$ cat config.mk
export PLATFORM = sky130hd
export DESIGN_NAME = rv_core
export DESIGN_NICKNAME = d
export VERILOG_FILES = /design/src/rtl/core_pkg.sv /design/src/rtl/fetch_unit.sv /design/src/rtl/decode_unit.sv /design/src/rtl/reg_file.sv /design/src/rtl/execute_unit.sv /design/src/rtl/rv_core.sv
export VERILOG_INCLUDE_DIRS = /design/src /design/src/include
export SDC_FILE = /design/constraint.sdc
export NUM_CORES = 2
export LEC_CHECK = 0
export BUFFER_PORTS_ARGS = -buffer_cell sky130_fd_sc_hd__buf_2
export CELL_PAD_IN_SITES_DETAIL_PLACEMENT = 0
export CELL_PAD_IN_SITES_GLOBAL_PLACEMENT = 1
export CORE_MARGIN = 4
export CORE_UTILIZATION = 44
export CTS_BUF_LIST = sky130_fd_sc_hd__clkbuf_4 sky130_fd_sc_hd__clkbuf_8 sky130_fd_sc_hd__clkbuf_16
export DETAILED_ROUTE_END_ITERATION = 6
export GPL_TIMING_DRIVEN = 0
export PLACE_DENSITY_LB_ADDON = 0.2
export SYNTH_ARGS = -nofsm -noshare
export SYNTH_HDL_FRONTEND = slang
export SYNTH_HIERARCHICAL = 1
export SYNTH_SLANG_ARGS = --single-unit
export TNS_END_PERCENT = 100
$ cat constraint.sdc
create_clock -name clk -period 6.7 [get_ports clk]
set_input_delay 0.335 -clock clk [delete_from_list [all_inputs] [get_ports clk]]
set_output_delay 0.335 -clock clk [all_outputs]
set_load 0.1 [all_outputs]
$ cat src/include/core_config.svh
`ifndef CORE_CONFIG_SVH
`define CORE_CONFIG_SVH

// ~~~~~~~~~~~~~~~~~~~~~~~~~~~~~~~~~~~~~~~
// Core widths
// ~~~~~~~~~~~~~~~~~~~~~~~~~~~~~~~~~~~~~~~

// Data and instruction word width
`define XLEN 32

// Register file address width, 32 entries
`define REG_ADDR_W 5

// ~~~~~~~~~~~~~~~~~~~~~~~~~~~~~~~~~~~~~~~
// Fetch
// ~~~~~~~~~~~~~~~~~~~~~~~~~~~~~~~~~~~~~~~

// First fetch address out of reset
`define RESET_PC 32'h0000_0000

`endif

$ cat src/rtl/core_pkg.sv
`include "core_config.svh"

package core_pkg;

    // ~~~~~~~~~~~~~~~~~~~~~~~~~~~~~~~~~~~~~~~
    // Encodings
    // ~~~~~~~~~~~~~~~~~~~~~~~~~~~~~~~~~~~~~~~

    // Major opcodes, inst[6:0]
    typedef enum logic [6:0] {
        OP_IMM = 7'b0010011,
        LUI    = 7'b0110111,
        AUIPC  = 7'b0010111,
        SYSTEM = 7'b1110011
    } opcode_e;

    typedef enum logic [1:0] {
        IMM_NONE,
        IMM_I,
        IMM_U
    } imm_kind_e;

    // Execute unit commands
    typedef enum logic [1:0] {
        CMD_NOP,
        CMD_ADD,
        CMD_PASS,
        CMD_HALT
    } exu_cmd_e;

    // Operand A source
    typedef enum logic [1:0] {
        OPA_ZERO,
        OPA_REG,
        OPA_PC
    } opa_sel_e;

    // ~~~~~~~~~~~~~~~~~~~~~~~~~~~~~~~~~~~~~~~
    // Stage records
    // ~~~~~~~~~~~~~~~~~~~~~~~~~~~~~~~~~~~~~~~

    // Decode to execute, 74 bits
    typedef struct packed {
        exu_cmd_e               cmd;
        opa_sel_e               opa_sel;
        logic [`XLEN-1:0]       opa_pc;
        logic [`XLEN-1:0]       opb;
        logic                   wen;
        logic [`REG_ADDR_W-1:0] rd;
    } decode_t;

    // One retired instruction, 71 bits
    typedef struct packed {
        logic                   valid;
        logic [`XLEN-1:0]       pc;
        logic                   wen;
        logic [`REG_ADDR_W-1:0] rd;
        logic [`XLEN-1:0]       data;
    } retire_t;

endpackage

$ cat src/rtl/fetch_unit.sv
`timescale 1ns/10ps
`include "core_config.svh"

module fetch_unit (
    input  logic             clk,
    input  logic             rst,
    input  logic             halt_req,
    output logic [`XLEN-1:0] imem_addr,
    output logic             ex_valid,
    output logic [`XLEN-1:0] ex_pc,
    output logic             halted
);

    logic [`XLEN-1:0] pc;
    logic             run;

    // Ebreak in execute stops the pc at the same edge that sets the latch
    assign run       = !halted && !halt_req;
    assign imem_addr = pc;

    // ~~~~~~~~~~~~~~~~~~~~~~~~~~~~~~~~~~~~~~~
    // Control state
    // ~~~~~~~~~~~~~~~~~~~~~~~~~~~~~~~~~~~~~~~

    always_ff @(posedge clk) begin
        if (rst) begin
            pc       <= `RESET_PC;
            ex_valid <= 1'b0;
            halted   <= 1'b0;
        end else begin
            halted   <= halted | halt_req;
            ex_valid <= run;
            if (run) begin
                pc <= pc + `XLEN'(4);
            end
        end
    end

    // Execute-stage pc follows the word the memory returns next cycle
    always_ff @(posedge clk) begin
        if (run) begin
            ex_pc <= pc;
        end
    end

    // ~~~~~~~~~~~~~~~~~~~~~~~~~~~~~~~~~~~~~~~
    // Checks
    // ~~~~~~~~~~~~~~~~~~~~~~~~~~~~~~~~~~~~~~~

    a_pc_frozen: assert property (
        @(posedge clk) disable iff (rst)
        halted |=> $stable(pc)
    );

    a_no_issue_halted: assert property (
        @(posedge clk) disable iff (rst)
        halted |-> !ex_valid
    );

endmodule

$ cat src/rtl/decode_unit.sv
`timescale 1ns/10ps
`include "core_config.svh"

module decode_unit (
    input  logic [`XLEN-1:0]       inst,
    input  logic [`XLEN-1:0]       ex_pc,
    output logic [`REG_ADDR_W-1:0] rs1_addr,
    output core_pkg::decode_t      dec
);

    import core_pkg::*;

    opcode_e                opcode;
    logic [2:0]             funct3;
    logic [`REG_ADDR_W-1:0] rd;
    logic                   is_ebreak;
    imm_kind_e              imm_kind;
    logic [`XLEN-1:0]       imm;
    exu_cmd_e               cmd;
    opa_sel_e               opa_sel;
    logic                   wen;

    // ~~~~~~~~~~~~~~~~~~~~~~~~~~~~~~~~~~~~~~~
    // Fields
    // ~~~~~~~~~~~~~~~~~~~~~~~~~~~~~~~~~~~~~~~

    assign opcode = opcode_e'(inst[6:0]);
    assign funct3 = inst[14:12];
    assign rd     = inst[11:7];

    // Full ebreak encoding, other SYSTEM words are no-ops
    assign is_ebreak = (opcode == SYSTEM) && (inst[31:20] == 12'd1)
                       && (inst[19:7] == '0);

    // ~~~~~~~~~~~~~~~~~~~~~~~~~~~~~~~~~~~~~~~
    // Classification
    // ~~~~~~~~~~~~~~~~~~~~~~~~~~~~~~~~~~~~~~~

    always_comb begin
        cmd      = CMD_NOP;
        imm_kind = IMM_NONE;
        opa_sel  = OPA_ZERO;
        wen      = 1'b0;
        case (opcode)
            OP_IMM: begin
                // Only addi is supported
                if (funct3 == 3'b000) begin
                    cmd      = CMD_ADD;
                    imm_kind = IMM_I;
                    opa_sel  = OPA_REG;
                    wen      = 1'b1;
                end
            end
            LUI: begin
                cmd      = CMD_PASS;
                imm_kind = IMM_U;
                opa_sel  = OPA_ZERO;
                wen      = 1'b1;
            end
            AUIPC: begin
                cmd      = CMD_ADD;
                imm_kind = IMM_U;
                opa_sel  = OPA_PC;
                wen      = 1'b1;
            end
            SYSTEM: begin
                if (is_ebreak) begin
                    cmd = CMD_HALT;
                end
            end
            default: begin
                cmd = CMD_NOP;
            end
        endcase
    end

    // Immediate build
    always_comb begin
        case (imm_kind)
            IMM_I:   imm = {{(`XLEN-12){inst[31]}}, inst[31:20]};
            IMM_U:   imm = {inst[31:12], 12'b0};
            default: imm = '0;
        endcase
    end

    // ~~~~~~~~~~~~~~~~~~~~~~~~~~~~~~~~~~~~~~~
    // Outputs
    // ~~~~~~~~~~~~~~~~~~~~~~~~~~~~~~~~~~~~~~~

    assign rs1_addr = (opa_sel == OPA_REG) ? inst[19:15] : '0;

    // x0 destination retires without a write
    assign dec.cmd     = cmd;
    assign dec.opa_sel = opa_sel;
    assign dec.opa_pc  = ex_pc;
    assign dec.opb     = imm;
    assign dec.wen     = wen && (rd != '0);
    assign dec.rd      = wen ? rd : '0;

endmodule

$ cat src/rtl/reg_file.sv
`timescale 1ns/10ps
`include "core_config.svh"

module reg_file (
    input  logic                   clk,
    input  logic                   rst,
    input  logic [`REG_ADDR_W-1:0] rs1_addr,
    output logic [`XLEN-1:0]       rs1_data,
    input  logic                   wen,
    input  logic [`REG_ADDR_W-1:0] rd,
    input  logic [`XLEN-1:0]       wdata
);

    localparam int NUM_REGS = 1 << `REG_ADDR_W;

    logic [`XLEN-1:0] regs [NUM_REGS];

    // ~~~~~~~~~~~~~~~~~~~~~~~~~~~~~~~~~~~~~~~
    // Write port
    // ~~~~~~~~~~~~~~~~~~~~~~~~~~~~~~~~~~~~~~~

    always_ff @(posedge clk) begin
        if (rst) begin
            for (int i = 0; i < NUM_REGS; i++) begin
                regs[i] <= '0;
            end
        end else if (wen && (rd != '0)) begin
            regs[rd] <= wdata;
        end
    end

    // Async read, same-cycle write is seen at the next edge
    assign rs1_data = regs[rs1_addr];

    // ~~~~~~~~~~~~~~~~~~~~~~~~~~~~~~~~~~~~~~~
    // Checks
    // ~~~~~~~~~~~~~~~~~~~~~~~~~~~~~~~~~~~~~~~

    a_x0_zero: assert property (
        @(posedge clk) disable iff (rst)
        (rs1_addr == '0) |-> (rs1_data == '0)
    );

endmodule

$ cat src/rtl/execute_unit.sv
`timescale 1ns/10ps
`include "core_config.svh"

module execute_unit (
    input  logic                   ex_valid,
    input  logic [`XLEN-1:0]       ex_pc,
    input  core_pkg::decode_t      dec,
    input  logic [`XLEN-1:0]       rs1_data,
    output logic                   reg_wen,
    output logic [`REG_ADDR_W-1:0] reg_rd,
    output logic [`XLEN-1:0]       reg_wdata,
    output core_pkg::retire_t      retire,
    output logic                   halt_req
);

    import core_pkg::*;

    logic [`XLEN-1:0] opa;
    logic [`XLEN-1:0] result;

    // ~~~~~~~~~~~~~~~~~~~~~~~~~~~~~~~~~~~~~~~
    // Datapath
    // ~~~~~~~~~~~~~~~~~~~~~~~~~~~~~~~~~~~~~~~

    always_comb begin
        case (dec.opa_sel)
            OPA_REG: opa = rs1_data;
            OPA_PC:  opa = dec.opa_pc;
            default: opa = '0;
        endcase
    end

    always_comb begin
        case (dec.cmd)
            CMD_ADD:  result = opa + dec.opb;
            CMD_PASS: result = dec.opb;
            default:  result = '0;
        endcase
    end

    // ~~~~~~~~~~~~~~~~~~~~~~~~~~~~~~~~~~~~~~~
    // Write, retire and halt
    // ~~~~~~~~~~~~~~~~~~~~~~~~~~~~~~~~~~~~~~~

    assign reg_wen   = ex_valid && dec.wen;
    assign reg_rd    = dec.rd;
    assign reg_wdata = result;

    assign retire.valid = ex_valid;
    assign retire.pc    = ex_pc;
    assign retire.wen   = reg_wen;
    assign retire.rd    = dec.rd;
    assign retire.data  = result;

    // Held only while the ebreak sits in execute
    assign halt_req = ex_valid && (dec.cmd == CMD_HALT);

    // Decode must never mark ebreak as a write
    always_comb begin
        a_halt_no_write: assert final (!(halt_req && reg_wen));
    end

endmodule

$ cat src/rtl/rv_core.sv
`timescale 1ns/10ps
`include "core_config.svh"

module rv_core (
    input  logic              clk,
    input  logic              rst,
    output logic [`XLEN-1:0]  imem_addr,
    input  logic [`XLEN-1:0]  imem_data,
    output core_pkg::retire_t retire,
    output logic              halted
);

    import core_pkg::*;

    // Execute stage
    logic                   ex_valid;
    logic [`XLEN-1:0]       ex_pc;
    decode_t                dec;
    logic                   halt_req;

    // Register file ports
    logic [`REG_ADDR_W-1:0] rs1_addr;
    logic [`XLEN-1:0]       rs1_data;
    logic                   reg_wen;
    logic [`REG_ADDR_W-1:0] reg_rd;
    logic [`XLEN-1:0]       reg_wdata;

    // ~~~~~~~~~~~~~~~~~~~~~~~~~~~~~~~~~~~~~~~
    // Fetch
    // ~~~~~~~~~~~~~~~~~~~~~~~~~~~~~~~~~~~~~~~

    fetch_unit u_fetch (
        .clk       (clk),
        .rst       (rst),
        .halt_req  (halt_req),
        .imem_addr (imem_addr),
        .ex_valid  (ex_valid),
        .ex_pc     (ex_pc),
        .halted    (halted)
    );

    // ~~~~~~~~~~~~~~~~~~~~~~~~~~~~~~~~~~~~~~~
    // Execute stage
    // ~~~~~~~~~~~~~~~~~~~~~~~~~~~~~~~~~~~~~~~

    // Fetched word arrives aligned with ex_pc
    decode_unit u_decode (
        .inst     (imem_data),
        .ex_pc    (ex_pc),
        .rs1_addr (rs1_addr),
        .dec      (dec)
    );

    reg_file u_regs (
        .clk      (clk),
        .rst      (rst),
        .rs1_addr (rs1_addr),
        .rs1_data (rs1_data),
        .wen      (reg_wen),
        .rd       (reg_rd),
        .wdata    (reg_wdata)
    );

    execute_unit u_execute (
        .ex_valid  (ex_valid),
        .ex_pc     (ex_pc),
        .dec       (dec),
        .rs1_data  (rs1_data),
        .reg_wen   (reg_wen),
        .reg_rd    (reg_rd),
        .reg_wdata (reg_wdata),
        .retire    (retire),
        .halt_req  (halt_req)
    );

endmodule

==> impl_metrics.ini <==
[place]
portBuffers = 133
hpwl_mm = 126
gp_congestion = 0.920
place_area_um2 = 56400
dpl.cell_count = 6046

[critical_path]
cp-endpoint = retire[25]
cp-start-kind = input pin
startpoint = imem_data[14]
critPathSlowestCell = or4_4
max_stage_delay_ns = 0.63
r2r_end = u_regs/regs[15][25]$_SDFFCE_PN0P_
rr_startpoint = u_regs/regs[1][1]$_SDFFCE_PN0P_
cp.required_ns = 6.36
cpMostUsedCell = buf_4
rrSetupSlack_ns = 1.85
endpoint_kind = primary output
critPathMaxFanout = 10
crit_arrival_ns = 6.22
path_class = in -> out
rr_worst_depth = 20

[timing]
drv_slew = 0
fin_hold_ws_ns = 0.405
slew_headroom_pct = 9.12
finalHoldViolations = 0
rsz0062_at_grt = false
fmax_mhz = 152
setup_violations = 0
final.setup.tns_ns = 0
fin_crit_ns = 6.56
skew_ns = 0.0379
tightest_slew_ns = 1.36
fin_crit_sh_pct = 97.9

[clock_network]
cts_buffers = 116
cts_tree = yes
postCtsHoldBufs = 0
clk_pin_slew_ns = 0.07
clkLatencyLatePin_ns = 0.71
clockBufferDepth = 3
h-tree-depth = 3
root_buffer = clkbuf_16
cts.sinks = 1086

[power_and_ir_drop]
leakage_nw = 21.9
ir_drop_uv = 217
power_density_nw_per_um2 = 239

[outcome]
status = finished clean

[die]
floorplan.rows = 127
die_y_um = 357
die_x_um = 357
ios = 138
start_util_pct = 44.4
coreArea_um2 = 120000
dieArea_um2 = 127000

[min_path]
hold_class = in -> reg

[global_route]
grt_overflow = 0
grt_first_pass_wirelength_mm = 237
grt_pass1_vias = 33700
antenna_found_initial = 12
gr-usage-all-layers_pct = 26.0
grt_max_degree = 35

[logic_synthesis]
ys_ff_latch = 1086
syn_area_per_cell_um2 = 12.6
yosys.area.top_type = edfxtp_1
yosys-top-cells-area = edfxtp_1, and2_1, mux2i_1
synthFlopType = edfxtp_1
mappedNetlistArea_um2 = 53500
ys_seq_area_share_pct = 60.4
synth_cells = 4255
synth_cell_types = 75
synth_edf_count = 1054
async_flop_share_pct = 0
synth_top_area_share_pct = 59.2
yosys_warnings = 6

[finish]
layout_commonest_cell = edfxtp_1
layout_common_cells = edfxtp_1, and2_1, mux2i_1
fin_area_um2 = 61300
multiInputGateArea_um2 = 19200
fillCellCount = 10500
seq_area_um2 = 32300
stdcell_count = 6282
final_util_pct = 51.0
synthToLayoutAreaGrowth_pct = 14.7
layout-drive-gt1-share_pct = 16.4
fin_nets = 4644

[drt]
vias = 34400
drt_pass1_iterations = 6
route.antenna.remaining_nets = 0
vias_per_cell = 5.47
wl_per_cell_um = 26.6
drt-initial-drc-count = 3058
drc = 0
routed_wl_mm = 167

[job]
cap_violations = 0
-- worst max-delay path, delay by kind of cell --
family	cells	cell delay [ns]
AOI/OAI and AO/OA	7	1.88
buffers and inverters	8	1.43
and+or+nand+nor	8	1.77
muxes	2	0.50
adders and majority gates	1	0.26
-- per-layer routing --
metal  wire [µm]  global-route usage, %  vias to the layer above  part of all wire [%]
li1            -                      -                    15800                     -
met1       71900                   35.9                    17300                    43
met2       79000                   42.4                     1035                    47
met3       10000                   3.97                      223                   6.0
met4        6330                   8.61                        0                   3.8
met5           0                      0                        -                     0
-- timing repair --
item	in CTS	in global routing
setup buffers	8	14
gates resized for setup	184	60
setup endpoints to repair	786	28
gates cloned	0	0
pin swaps	7	14
-- synth_stat cells (all sizes together), types with 12 or more instances --
cell type and number:
a21o 30, a21oi 150, a22o 67, a22oi 137, a31oi 33, and2 1020, buf 224, clkbuf 248
dfxtp 32, edfxtp 1054, ha 39, inv 16, mux2i 515, nand2 162, nand3 111, nand4 16
nor2 116, nor2b 12, nor3 44, o21ai 42, or2 34, or4 14, xnor2 17, xor2 20
-- logic make-up after synthesis --
group / after synthesis / synth area share [%]
mux: 518 / 9.71
fa+ha+maj: 40 / 0.950
xor+xnor: 37 / 0.606
simple gates: 1583 / 17.2
other cells: 2 / 0.0140
buf+inv: 488 / 4.76
flops: 1086 / 60.4
compound gates: 501 / 6.33
-- sequential cells by signal, indices dropped and copies added, names as in the netlist --
name / count
u_fetch/ex_pc: 30
u_regs/regs: 1024
u_fetch/halted: 1
u_fetch/ex_valid: 1
u_fetch/imem_addr: 30
-- area by class of cell --
cell class	count	area share (%)
flip-flops and latches	1086	52.7
multi-input cells	2715	31.4
diodes	1	0.00408
inverters	16	0.0980
well taps	1612	3.29
repair buffers	167	1.67
clock inverters	71	1.14
plain buffers	468	4.63
clock buffers	146	5.13
-- how the worst min path moves through the flow --
stage / start / end / slack [ns] / depth (start not counted)
after detailed placement: u_fetch/imem_addr[4]$_SDFFE_PP0P_ / u_fetch/ex_pc[4]$_DFFE_PP_ / 0.44 / 0
after global placement: u_fetch/imem_addr[4]$_SDFFE_PP0P_ / u_fetch/ex_pc[4]$_DFFE_PP_ / 0.44 / 0
after floorplan: u_fetch/ex_valid$_SDFF_PP0_ / u_fetch/ex_valid$_SDFF_PP0_ / 0.61 / 2
final: imem_data[20] / u_regs/regs[4][20]$_SDFFCE_PN0P_ / 0.40 / 4
after CTS: imem_data[20] / u_regs/regs[4][20]$_SDFFCE_PN0P_ / 0.34 / 4
after global routing: imem_data[20] / u_regs/regs[4][20]$_SDFFCE_PN0P_ / 0.38 / 4
-- through the flow --
stage / total power [W] / setup WS, ns
after global placement: 0.00830 / -3.77
final: 0.0147 / 0.141
after global routing: 0.0151 / 0.00563
after detailed placement: 0.00832 / -2.27
after CTS: 0.0148 / -0.0978
after floorplan: 0.00812 / 1.08
-- report_power, final --
part	total (W)	internal, W	switching (W)
clock network	0.00648	0.00381	0.00267
logic	0.000447	0.000111	0.000337
registers	0.00774	0.00767	0.0000647
total	0.0147	0.0116	0.00307
No activity file was read; power rests on OpenSTA's default activity.
